$ cat src/common/coh_consts.svh
/*
 * shared constants of the cache-side coherence endpoint
 * address and line geometry, way select and metadata widths
 * queue depth, NoC message codes, cache bus codes
 * coherence state encodings
 */
`ifndef COH_CONSTS_SVH
`define COH_CONSTS_SVH

// geometry, tag sits above index and word offset
`define COH_ADDR_BITS   32
`define COH_OFFSET_BITS 2
`define COH_INDEX_BITS  8
`define COH_TAG_BITS    22
`define COH_LINE_BITS   128
`define COH_WAY_BITS    2
`define COH_MSG_BITS    4
`define COH_QUEUE_DEPTH 4
// status bits (valid, dirty, spare) then 2-bit coherence state
`define COH_META_BITS   5

// NoC message codes
`define NOC_NOMSG    4'd0
`define NOC_GETS     4'd1
`define NOC_GETM     4'd2
`define NOC_PUTS     4'd3
`define NOC_PUTM     4'd4
`define NOC_PUTE     4'd5
`define NOC_RESPPUTM 4'd6
`define NOC_INVACK   4'd7
`define NOC_NACKD    4'd8
`define NOC_FWDGETS  4'd9
`define NOC_INV      4'd10
`define NOC_DATA     4'd11
`define NOC_PUTACK   4'd12
`define NOC_NACKB    4'd13

// cache bus codes
`define BUS_NO_REQ    4'd0
`define BUS_R_REQ     4'd1
`define BUS_WB_REQ    4'd2
`define BUS_FLUSH_S   4'd4
`define BUS_RFO_BCAST 4'd5
`define BUS_WS_BCAST  4'd6
`define BUS_MEM_RESP  4'd7
`define BUS_EN_ACCESS 4'd8

// coherence states
`define COH_INVALID 2'd0
`define COH_SHARED  2'd1

`endif

$ cat src/common/coh_pkg.sv
/*
 * packed types of the coherence endpoint
 *   noc_msg_t      message on the network side
 *   cache_req_t    request or response on the cache controller side
 *   mem_port_req_t maintenance port command to the cache memory
 *   mem_port_rsp_t maintenance port read result
 */
`include "coh_consts.svh"

package coh_pkg;

  // code, address, line; 164 bits in all
  typedef struct packed {
    logic [`COH_MSG_BITS-1:0]  msg;
    logic [`COH_ADDR_BITS-1:0] addr;
    logic [`COH_LINE_BITS-1:0] data;
  } noc_msg_t;

  // msg carries a cache bus code here
  typedef struct packed {
    logic [`COH_MSG_BITS-1:0]  msg;
    logic [`COH_ADDR_BITS-1:0] addr;
    logic [`COH_LINE_BITS-1:0] data;
  } cache_req_t;

  typedef struct packed {
    logic                       read;
    logic                       write;
    logic                       invalidate;
    logic [`COH_INDEX_BITS-1:0] index;
    logic [`COH_TAG_BITS-1:0]   tag;
    logic [`COH_META_BITS-1:0]  metadata;
    logic [`COH_LINE_BITS-1:0]  write_data;
    logic [`COH_WAY_BITS-1:0]   way;
  } mem_port_req_t;

  // valid the cycle after a read
  typedef struct packed {
    logic [`COH_LINE_BITS-1:0] read_data;
    logic [`COH_WAY_BITS-1:0]  way;
    logic                      hit;
    logic                      dirty;
  } mem_port_rsp_t;

endpackage

$ cat src/hdl/coherence_engine.sv
/*
 * coherence FSM of the endpoint
 * serves directory responses, then directory requests, then the cache
 * bus to NoC code translation and back, NackB retry of the held request
 * FwdGetS / Inv handling through the cache maintenance port
 */
`timescale 1ns/1ps
`include "coh_consts.svh"

module coherence_engine
  import coh_pkg::*;
(
  input  logic          clock,
  input  logic          reset,
  input  cache_req_t    cache_req_in,
  output cache_req_t    cache_rsp_out,
  output logic          busy,
  input  noc_msg_t      req_head,
  input  noc_msg_t      rsp_head,
  input  logic          req_empty,
  input  logic          rsp_empty,
  output logic          req_pop,
  output logic          rsp_pop,
  input  logic          packetizer_busy,
  output noc_msg_t      noc_out,
  output mem_port_req_t mem_req,
  input  mem_port_rsp_t mem_rsp
);
  typedef enum logic [2:0] {
    idle, dir_resp, mem_read, dir_req, cache_req, noc_send
  } state_t;

  state_t                     state;
  // blocking controller has a request outstanding
  logic                       inservice;
  noc_msg_t                   cur;
  logic                       cache_take;
  logic                       mem_write;
  logic                       mem_inv;
  logic [`COH_META_BITS-1:0]  mem_meta;
  logic [`COH_LINE_BITS-1:0]  mem_wdata;
  logic [`COH_WAY_BITS-1:0]   mem_way;

  function automatic logic [`COH_MSG_BITS-1:0] to_noc(input logic [`COH_MSG_BITS-1:0] code);
    case (code)
      `BUS_R_REQ:     return `NOC_GETS;
      `BUS_WB_REQ:    return `NOC_PUTM;
      `BUS_FLUSH_S:   return `NOC_PUTS;
      `BUS_RFO_BCAST: return `NOC_GETM;
      `BUS_WS_BCAST:  return `NOC_GETM;
      default:        return `NOC_NOMSG;
    endcase
  endfunction

  // ws_held: controller still holds a WS_BCAST
  function automatic logic [`COH_MSG_BITS-1:0] to_cache(input logic [`COH_MSG_BITS-1:0] code,
                                                         input logic ws_held);
    case (code)
      `NOC_PUTACK: return `BUS_MEM_RESP;
      `NOC_DATA:   return ws_held ? `BUS_EN_ACCESS : code;
      `NOC_NACKB:  return `BUS_NO_REQ;
      default:     return code;
    endcase
  endfunction

  // only codes with a NoC meaning start a transaction
  assign cache_take = !inservice && (to_noc(cache_req_in.msg) != `NOC_NOMSG);

  // pop as the head is latched in idle, responses first
  assign rsp_pop = (state == idle) && !rsp_empty;
  assign req_pop = (state == idle) && rsp_empty && !req_empty;
  assign busy    = !((state == idle) && req_empty && rsp_empty);

  always_comb begin
    // read is high for the single mem_read cycle
    mem_req.read       = (state == mem_read);
    mem_req.write      = mem_write;
    mem_req.invalidate = mem_inv;
    mem_req.index      = cur.addr[`COH_OFFSET_BITS +: `COH_INDEX_BITS];
    mem_req.tag        = cur.addr[`COH_ADDR_BITS-1 -: `COH_TAG_BITS];
    mem_req.metadata   = mem_meta;
    mem_req.write_data = mem_wdata;
    mem_req.way        = mem_way;
  end

  always_ff @(posedge clock) begin
    if (reset) begin
      state             <= idle;
      inservice         <= 1'b0;
      noc_out.msg       <= `NOC_NOMSG;
      cache_rsp_out.msg <= `BUS_NO_REQ;
      mem_write         <= 1'b0;
      mem_inv           <= 1'b0;
    end else begin
      // strobes and the cache response last one cycle
      cache_rsp_out.msg <= `BUS_NO_REQ;
      mem_write         <= 1'b0;
      mem_inv           <= 1'b0;
      case (state)
        idle: begin
          if (!rsp_empty) begin
            cur   <= rsp_head;
            state <= dir_resp;
          end else if (!req_empty) begin
            cur   <= req_head;
            state <= mem_read;
          end else if (cache_take) begin
            cur       <= cache_req_in;
            inservice <= 1'b1;
            state     <= cache_req;
          end
        end
        dir_resp: begin
          if (cur.msg == `NOC_NACKB && inservice) begin
            // directory refused, controller still holds the request
            cur.msg  <= to_noc(cache_req_in.msg);
            cur.addr <= cache_req_in.addr;
            cur.data <= cache_req_in.data;
            state    <= noc_send;
          end else begin
            cache_rsp_out.msg  <= to_cache(cur.msg, cache_req_in.msg == `BUS_WS_BCAST);
            cache_rsp_out.addr <= cur.addr;
            cache_rsp_out.data <= cur.data;
            inservice          <= 1'b0;
            state              <= idle;
          end
        end
        mem_read: begin
          // maintenance port answers during dir_req
          state <= dir_req;
        end
        dir_req: begin
          noc_out.addr <= cur.addr;
          mem_way      <= mem_rsp.way;
          if (!mem_rsp.hit) begin
            noc_out.msg  <= `NOC_NACKD;
            noc_out.data <= '0;
          end else if (cur.msg == `NOC_FWDGETS) begin
            // keep the line, drop to shared
            mem_write    <= 1'b1;
            mem_meta     <= {3'b100, `COH_SHARED};
            mem_wdata    <= mem_rsp.read_data;
            noc_out.msg  <= mem_rsp.dirty ? `NOC_RESPPUTM : `NOC_PUTE;
            noc_out.data <= mem_rsp.read_data;
          end else begin
            // Inv, dirty data goes back with the ack
            mem_inv      <= 1'b1;
            mem_meta     <= {3'b000, `COH_INVALID};
            mem_wdata    <= '0;
            noc_out.msg  <= mem_rsp.dirty ? `NOC_RESPPUTM : `NOC_INVACK;
            noc_out.data <= mem_rsp.read_data;
          end
          state <= noc_send;
        end
        cache_req: begin
          cur.msg <= to_noc(cur.msg);
          state   <= noc_send;
        end
        noc_send: begin
          if (noc_out.msg == `NOC_NOMSG) begin
            // load the held message unless dir_req already did
            noc_out <= cur;
          end else if (!packetizer_busy) begin
            noc_out.msg <= `NOC_NOMSG;
            state       <= idle;
          end
        end
        default: state <= idle;
      endcase
    end
  end

endmodule

$ cat src/hdl/msg_queue.sv
/*
 * synchronous FIFO for any payload type
 * circular buffer, read/write pointers and occupancy count
 * head is shown combinationally, pop takes it at the next edge
 */
`timescale 1ns/1ps

module msg_queue #(
  parameter type payload_t = logic,
  parameter int  DEPTH     = 4
) (
  input  logic     clock,
  input  logic     reset,
  input  logic     push,
  input  payload_t push_data,
  input  logic     pop,
  output payload_t head,
  output logic     empty,
  output logic     full
);
  localparam int PTR_BITS = (DEPTH > 1) ? $clog2(DEPTH) : 1;

  payload_t            store [DEPTH];
  logic [PTR_BITS-1:0] rd_ptr;
  logic [PTR_BITS-1:0] wr_ptr;
  logic [PTR_BITS:0]   count;
  logic                do_push;
  logic                do_pop;

  // pointer advance with wrap, DEPTH need not be a power of two
  function automatic logic [PTR_BITS-1:0] next_ptr(input logic [PTR_BITS-1:0] p);
    return (p == PTR_BITS'(DEPTH - 1)) ? '0 : p + 1'b1;
  endfunction

  assign empty   = (count == '0);
  assign full    = (count == (PTR_BITS + 1)'(DEPTH));
  // a push into a full queue is lost, pop on empty does nothing
  assign do_push = push && !full;
  assign do_pop  = pop && !empty;
  assign head    = store[rd_ptr];

  always_ff @(posedge clock) begin
    if (reset) begin
      rd_ptr <= '0;
      wr_ptr <= '0;
      count  <= '0;
    end else begin
      if (do_push) wr_ptr <= next_ptr(wr_ptr);
      if (do_pop) rd_ptr <= next_ptr(rd_ptr);
      // simultaneous push and pop leaves the count alone
      count <= count + (PTR_BITS + 1)'(do_push) - (PTR_BITS + 1)'(do_pop);
    end
  end

  always_ff @(posedge clock) begin
    if (do_push) store[wr_ptr] <= push_data;
  end

endmodule

$ cat src/hdl/noc_cache_interface.sv
/*
 * top level of the cache-side coherence endpoint
 * message handler on the NoC receive side
 * coherence engine toward the cache and the NoC send side
 */
`timescale 1ns/1ps

module noc_cache_interface
  import coh_pkg::*;
(
  input  logic          clock,
  input  logic          reset,
  input  noc_msg_t      noc_in,
  output logic          interface_busy,
  output noc_msg_t      noc_out,
  input  logic          packetizer_busy,
  input  cache_req_t    cache_req_in,
  output cache_req_t    cache_rsp_out,
  output logic          busy,
  output mem_port_req_t mem_req,
  input  mem_port_rsp_t mem_rsp
);
  noc_msg_t req_head;
  noc_msg_t rsp_head;
  logic     req_empty;
  logic     rsp_empty;
  logic     req_pop;
  logic     rsp_pop;

  message_handler u_message_handler (
    .clock         (clock),
    .reset         (reset),
    .noc_in        (noc_in),
    .interface_busy(interface_busy),
    .req_pop       (req_pop),
    .rsp_pop       (rsp_pop),
    .req_head      (req_head),
    .rsp_head      (rsp_head),
    .req_empty     (req_empty),
    .rsp_empty     (rsp_empty)
  );

  coherence_engine u_coherence_engine (
    .clock          (clock),
    .reset          (reset),
    .cache_req_in   (cache_req_in),
    .cache_rsp_out  (cache_rsp_out),
    .busy           (busy),
    .req_head       (req_head),
    .rsp_head       (rsp_head),
    .req_empty      (req_empty),
    .rsp_empty      (rsp_empty),
    .req_pop        (req_pop),
    .rsp_pop        (rsp_pop),
    .packetizer_busy(packetizer_busy),
    .noc_out        (noc_out),
    .mem_req        (mem_req),
    .mem_rsp        (mem_rsp)
  );

endmodule

$ cat src/message_handler/message_handler.sv
/*
 * NoC receive side of the endpoint
 * sorts incoming messages into a directory-request queue
 * and a directory-response queue
 * back-pressure to the network when either queue is full
 */
`timescale 1ns/1ps
`include "coh_consts.svh"

module message_handler
  import coh_pkg::*;
(
  input  logic     clock,
  input  logic     reset,
  input  noc_msg_t noc_in,
  output logic     interface_busy,
  input  logic     req_pop,
  input  logic     rsp_pop,
  output noc_msg_t req_head,
  output noc_msg_t rsp_head,
  output logic     req_empty,
  output logic     rsp_empty
);
  logic present;
  logic is_dir_req;
  logic accept;
  logic req_full;
  logic rsp_full;

  // a message is there whenever its code is not NoMsg
  assign present    = (noc_in.msg != `NOC_NOMSG);
  // only FwdGetS and Inv are requests from the directory
  assign is_dir_req = (noc_in.msg == `NOC_FWDGETS) || (noc_in.msg == `NOC_INV);
  // network must hold off while busy, anything sent then is dropped
  assign accept     = present && !interface_busy;

  assign interface_busy = req_full || rsp_full;

  // directory requests
  msg_queue #(
    .payload_t(noc_msg_t),
    .DEPTH    (`COH_QUEUE_DEPTH)
  ) u_req_queue (
    .clock    (clock),
    .reset    (reset),
    .push     (accept && is_dir_req),
    .push_data(noc_in),
    .pop      (req_pop),
    .head     (req_head),
    .empty    (req_empty),
    .full     (req_full)
  );

  // responses, NackB included
  msg_queue #(
    .payload_t(noc_msg_t),
    .DEPTH    (`COH_QUEUE_DEPTH)
  ) u_rsp_queue (
    .clock    (clock),
    .reset    (reset),
    .push     (accept && !is_dir_req),
    .push_data(noc_in),
    .pop      (rsp_pop),
    .head     (rsp_head),
    .empty    (rsp_empty),
    .full     (rsp_full)
  );

endmodule

$ cat config.mk
export PLATFORM = sky130hd
export DESIGN_NAME = noc_cache_interface
export DESIGN_NICKNAME = d
export VERILOG_FILES = /design/src/common/coh_pkg.sv /design/src/hdl/coherence_engine.sv /design/src/hdl/msg_queue.sv /design/src/hdl/noc_cache_interface.sv /design/src/message_handler/message_handler.sv
export VERILOG_INCLUDE_DIRS = /design/src /design/src/common
export SDC_FILE = /design/constraint.sdc
export NUM_CORES = 2
export LEC_CHECK = 0
export ABC_AREA = 1
export BUFFER_PORTS_ARGS = -buffer_cell sky130_fd_sc_hd__buf_2
export CAP_MARGIN = 20
export CORE_MARGIN = 5
export CORE_UTILIZATION = 40
export CTS_BUF_LIST = sky130_fd_sc_hd__clkbuf_16
export DETAILED_ROUTE_END_ITERATION = 16
export PLACE_DENSITY = 0.58
export SLEW_MARGIN = 25
export SYNTH_ARGS = -nofsm -noshare
export SYNTH_HDL_FRONTEND = slang
export SYNTH_HIERARCHICAL = 1
export SYNTH_SLANG_ARGS = --single-unit
$ cat constraint.sdc
create_clock -name clock -period 14.94 [get_ports clock]
set_input_delay 4.482 -clock clock [delete_from_list [all_inputs] [get_ports clock]]
set_output_delay 4.482 -clock clock [all_outputs]
set_load 0.05 [all_outputs]
Word-level counts from Yosys, hierarchy flattened
Memory sizes are Yosys's and may differ from the RTL's. A register that Yosys moved wholly into a read port is not among the register bits.
Cells that the tools add are included.

word-level totals
  bits in writable memories = 1312
  flip-flop bits (word level) = 647
  logic and storage cells = 167
  output and inout bits = 498
  memories kept = 2
  bits of input ports = 463

cells by class
  reductions and logical operators = 47
  mux-type cells = 46
  equal/unequal tests = 37
  add/sub/neg operators = 8
  bitwise operators = 5

memory list
  name                                 words  bits a word  rd ports  clocked after Yosys merged registers in  wr ports  RTL line         RTL
  u_message_handler.u_req_queue.store  4      164          1         1                                        1         msg_queue.sv:23  payload_t store [DEPTH];
  u_message_handler.u_rsp_queue.store  4      164          1         1                                        1         msg_queue.sv:23

operators with widths
  cell                 number
  $mux 164             4
  $pmux 164 s2         1
  $pmux 160 s2         1
  $mux 160             1
  $mux 128             1
  $eq 4x3->1 const B   6
  $eq 4x4->1 const B   6
  $pmux 3 s4           2
  $pmux 4 s3           2
  $mux 4               5
  $mux 2               9
  $mux 3               6
  $pmux 3 s5           1
  $logic_and 1x1->1    14
  $eq 3x3->1 const B   4
  $reduce_and 3->1     4
  $mux 1               11
  $ne 2x1->1 const B   5
  $logic_not 3->1      3
  $add 2x1->2 const B  4
  $eq 2x2->1 const B   4
  $eq 4x1->1 const B   2
  $eq 4x2->1 const B   2
  $logic_not 1->1      8
  20 further kinds     37

Longest topological paths before layout
  word-level depth = 9
  gate-level depth with buffers = 15

By module
Netlist, hierarchy kept.

modules (own cells, without submodules)
  module            seq. area each (µm²)  times used  cells each  area each (µm²)
  msg_queue         19879.1               2           1653        24612.4
  coherence_engine  18748.0               1           2106        25828.5
  message_handler   0.0                   1           12          67.6

Least setup slack after synthesis
No wires, ideal clock.

  path kind = in2reg
  start = input noc_in[160] in the netlist's numbering
  end = memory u_message_handler/u_rsp_queue/store[0][0] in the netlist's numbering (enable)
  data required time = 14.249 ns
  arrival time = 11.803 ns
  path buffers = 0
  library setup time = 0.691 ns
  path slack = 2.446 ns
  cell stages on the path = 5
  path through = nor2_2 > nor2_1 > nor2_1 > nand2_1 > nor2_1

between the ends
  longest elaborated chain between the ends = 7

RTL lines
  what                              RTL line                   RTL
  start: declaration                noc_cache_interface.sv:13  input noc_msg_t noc_in,
  $eq 4x4->1 (no line)              --
  $logic_or 1x1->1                  message_handler.sv:33      assign is_dir_req = (noc_in.msg == `NOC_FWDGETS) || (noc_in.msg == `NOC_INV);
  $logic_not 1->1                   message_handler.sv:61      .push (accept && !is_dir_req),
  $logic_and 1x1->1 (*)             message_handler.sv:61
  $logic_and 1x1->1 (*)             msg_queue.sv:38            assign do_push = push && !full;
  $mux 1 (*)                        msg_queue.sv:56            if (do_push) store[wr_ptr] <= push_data;
  $mux 1 (not written as such) (*)  msg_queue.sv:56
  end: declaration                  msg_queue.sv:23

Mark *: on every way between the ends. The rest lies on a longest branch, timed or not.

Worst setup path after layout
  start = input noc_in[160] in the netlist's numbering
  end = memory u_message_handler/u_rsp_queue/store[2][129] in the netlist's numbering (enable)

Same word-level chain as after synthesis.

==> implementation parameters <==
Parameter                              Value

Logic synthesis
  Synth Warn # ... 6
  Portion of the post-synthesis area used by sequential elements ... 77.9%
  Synthesized instance count ... between 5000 and 6000
  Area of the mapped netlist ... 75100 um^2
  Synth cell types ... 37
  Number of register bits inferred by synthesis ... 1959
  Mean post-synth cell area ... between 10 and 15 um^2

Run
  Max-capacitance violation count ... 0

STA
  Highest clock frequency the design can meet ... 132 MHz
  Setup skew after layout ... a little over 30 ps
  Final-layout worst hold slack ... ~450 ps
  Count of pins over their slew limit ... 0
  Worst max-slew margin expressed relative to the limit ... between 30% and 40%
  Total of endpoints with negative setup slack in the final report ... 0
  Setup_tns ... 0 ps
  RSZ-0062 raised after global routing ... false
  Worst Tran Pin Value ... 1040 ps
  Shortest period the worst path allows ... 7550 ps
  Final hold violations ... 0
  Portion of the clock cycle consumed by the worst path in the final layout ... 50.5%

Clocking
  Max Root-Sink Buffers ... 3
  Postcts setup bufs ... 0
  Post-cts hold buffer count ... 0
  CTS tree ... yes
  Cts bufs inserted ... 202
  Number of levels the H-tree was split into ... 4
  CTS root buf ... sky130_fd_sc_hd__clkbuf_16
  Clk_lat worst skew ... 830 ps
  Clock transition at the registers of the reported paths ... about 60 ps
  Number of resized instances in the post-cts repair step ... 0
  Count of clock tree sinks ... 1959

Global route
  Overflow left after global routing ... 0
  Initial antenna violation count ... 127
  Pin count of the biggest net entering global routing ... 165
  GRT Overall Usage ... about 23%
  Number of global-route vias before repair ... 46800
  Wire length of the first global-routing pass ... 337 mm

Placement
  Final Wtd Congestion ... about 0.86
  Cell area after placement ... 81900 um^2
  Hpwl dp ... roughly 150 mm
  Buffers added on ports ... 957
  Post-Place Cells ... 8561

Worst setup path
  Kind of cell adding the most delay to the critical path ... buffers and inverters
  Data arrival time at the worst-slack endpoint ... around 8000 ps
  Worst-path maximum fanout ... 52
  Sum of buffers and inverters on the critical path ... 3
  WS Path Type ... in2reg
  Critical path cell sequence ... buf_2 > nand2_1 > nand3_2 > nor2_1 > nor2_1 > nand2_1 > nor2_4 > buf_4 > buf_4
  Cell at the slowest stage of the critical path ... sky130_fd_sc_hd__buf_4
  Critical Path Source Type ... primary input
  Sort of element at the end of the critical path ... flop
  Worst endpoint required time ... 15380 ps
  Slowest cell delay on critical path ... 870 ps

Final layout
  Non-Filler Cell Area, Final ... 88100 um^2
  Fraction of final layout cells sized beyond drive strength 1 ... 20.7%
  Area of the multi-input gates ... 14000 um^2
  Number of non-filler instances in the completed layout ... 8969
  Most frequent standard cell in the layout excluding fill and tap cells ... sky130_fd_sc_hd__edfxtp_1
  Count of filler cells inserted in the layout ... approximately 17000
  # nets final ... ~6800
  Area growth from synthesis to layout ... 17.3%
  Leading cell types in the layout, fill and taps excluded ... sky130_fd_sc_hd__edfxtp_1 (1927), sky130_fd_sc_hd__buf_2 (957), sky130_fd_sc_hd__nor2_1 (835)
  Combined flip-flop and latch cell area ... 58500 um^2

Die
  I/O Pins ... a little under 1000
  Placeable core region ... 187000 um^2
  Horizontal die dimension ... 443 um
  Height of the die ... 443 um
  Effective utilization at floorplan ... between 40% and 50%
  Die area ... 197000 um^2
  Count of standard-cell rows ... roughly 160

Route
  Wire length per cell after detailed routing ... 26.3 um
  Wire length after detailed routing ... 236 mm
  First drt pass iteration count ... 6
  Count of nets left with antenna violations after detail routing ... 0
  Vias per cell ... 5.38
  Drc violations ... 0
  Vias ... 48300
  Drt initial violations ... 4495

Pwr
  IR Drop Worst-Case VDD ... 0.141 mV
  PwrDens ... 198 nW/um^2
  Leakage power of the design ... 31.8 nW

Worst hold path
  Worst min path class ... reg2reg

Status
  Status ... completed
-- worst reg2reg max path, stage by stage, from the launching register on --
cell,delay [ps]
sky130_fd_sc_hd__dfxtp_1,330
sky130_fd_sc_hd__nor2_1,140
sky130_fd_sc_hd__nand2_1,140
sky130_fd_sc_hd__inv_1,210
sky130_fd_sc_hd__inv_6,220
sky130_fd_sc_hd__or2_1,410
sky130_fd_sc_hd__inv_6,610
sky130_fd_sc_hd__buf_4,840
sky130_fd_sc_hd__buf_4,800
sky130_fd_sc_hd__a22o_1,270
sky130_fd_sc_hd__nand2_1,50
sky130_fd_sc_hd__nand2_1,210
-- layout make-up --
type | count | area share, %
antenna | 42 | 0.119
multi-input combinational | 2886 | 15.9
sequential | 1959 | 66.4
tap | 2495 | 3.54
clock buffer | 207 | 5.88
timing repair buffer | 1025 | 6.14
clock inverter | 158 | 1.02
inverter | 197 | 0.913
-- flip-flops by register name, indices dropped and copies added, names as in the netlist, named ones only --
signal                                count
u_coherence_engine/mem_wdata            128
u_coherence_engine/mem_way                2
u_coherence_engine/mem_meta               1
u_message_handler/u_rsp_queue/count       3
u_message_handler/u_req_queue/store     656
u_message_handler/u_rsp_queue/wr_ptr      2
u_coherence_engine/mem_write              1
u_message_handler/u_req_queue/count       3
u_message_handler/u_rsp_queue/store     656
u_coherence_engine/mem_inv                1
u_coherence_engine/state                  3
u_coherence_engine/mem_req               30
u_coherence_engine/noc_out              164
u_message_handler/u_req_queue/rd_ptr      2
u_message_handler/u_rsp_queue/rd_ptr      2
u_message_handler/u_req_queue/wr_ptr      2
u_coherence_engine/cache_rsp_out        164
u_coherence_engine/inservice              1
u_coherence_engine/cur                  134
-- kinds of logic (layout without fill, tap and decap cells) --
family | after synthesis | in the layout | share of synthesized area (%)
flip-flops | 1959 | 1959 | 77.9
AO/OA/AOI/OAI | 1465 | 1465 | 11.1
AND/OR/NAND/NOR | 1400 | 1400 | 7.12
buffers and inverters | 581 | 1587 | 3.56
adder cells (fa/ha/maj) | 16 | 16 | 0.286
XOR/XNOR | 2 | 2 | 0.0233
other | 1 | 45 | 0.00499
-- power breakdown --
group	switching, mW	internal (mW)
clock	2.06	2.59
combinational	3.66	1.24
sequential	0.440	7.42
-- cell usage after synthesis --
master | number | area [um^2]
sky130_fd_sc_hd__edfxtp_1 | 1927 | 57900
sky130_fd_sc_hd__nor2_1 | 846 | 3180
sky130_fd_sc_hd__o21ai_1 | 521 | 2610
sky130_fd_sc_hd__nand2_1 | 513 | 1930
sky130_fd_sc_hd__o21ai_0 | 430 | 2150
sky130_fd_sc_hd__o22ai_1 | 328 | 2050
sky130_fd_sc_hd__inv_1 | 182 | 683
sky130_fd_sc_hd__a22o_1 | 160 | 1400
sky130_fd_sc_hd__buf_2 | 151 | 756
sky130_fd_sc_hd__clkbuf_1 | 134 | 503
sky130_fd_sc_hd__buf_4 | 64 | 480
sky130_fd_sc_hd__dfxtp_1 | 32 | 641
sky130_fd_sc_hd__clkbuf_2 | 22 | 110
sky130_fd_sc_hd__a21oi_1 | 18 | 90.1
sky130_fd_sc_hd__nand3_1 | 18 | 90.1
sky130_fd_sc_hd__inv_2 | 15 | 56.3
sky130_fd_sc_hd__ha_1 | 14 | 175
sky130_fd_sc_hd__buf_1 | 7 | 26.3
sky130_fd_sc_hd__nor2_2 | 6 | 37.5
sky130_fd_sc_hd__nor3_1 | 5 | 25.0
sky130_fd_sc_hd__nand3b_1 | 4 | 30.0
sky130_fd_sc_hd__a31oi_1 | 3 | 18.8
sky130_fd_sc_hd__buf_6 | 3 | 33.8
sky130_fd_sc_hd__clkbuf_4 | 3 | 22.5
sky130_fd_sc_hd__a211oi_1 | 2 | 15.0
sky130_fd_sc_hd__fa_1 | 2 | 40.0
sky130_fd_sc_hd__nand4_1 | 2 | 12.5
sky130_fd_sc_hd__or2_2 | 2 | 12.5
sky130_fd_sc_hd__xnor2_1 | 2 | 17.5
sky130_fd_sc_hd__conb_1 | 1 | 3.75
sky130_fd_sc_hd__nand3_2 | 1 | 10.0
sky130_fd_sc_hd__nor2_4 | 1 | 11.3
sky130_fd_sc_hd__nor3_2 | 1 | 10.0
sky130_fd_sc_hd__o211ai_1 | 1 | 7.51
sky130_fd_sc_hd__o221ai_1 | 1 | 8.76
sky130_fd_sc_hd__o31ai_1 | 1 | 7.51
sky130_fd_sc_hd__or2_1 | 1 | 6.26
-- worst paths after layout --
check | startpoint | to | slack [ps] | cells past startpoint
min | u_coherence_engine/cur[122] | u_coherence_engine/cache_rsp_out[122] | 450 | 0
max | noc_in[160] | u_message_handler/u_rsp_queue/store[2][129] | 7390 | 9
min reg2reg | u_coherence_engine/cur[122] | u_coherence_engine/cache_rsp_out[122] | 450 | 0
max reg2reg | u_message_handler/u_rsp_queue/count[1] | u_coherence_engine/cur[95] | 10520 | 11
-- per-stage QoR --
stage	util (%)	total power, mW	setup WS (ps)
after floorplan	-	11.2	2450
after global placement	43.7	12.8	6640
after detailed placement	43.7	12.9	6580
after CTS	47.0	17.6	7470
after global routing	47.0	18.2	7250
final	47.1	17.4	7390
-- per-layer routing --
layer / global-route usage, % / part of all wire (%)
met1: 30.5 / 41
met5: 0 / 0.092
met2: 38.8 / 49
met4: 8.34 / 3.3
met3: 4.19 / 6.5
(Power assumes the default switching activity.)
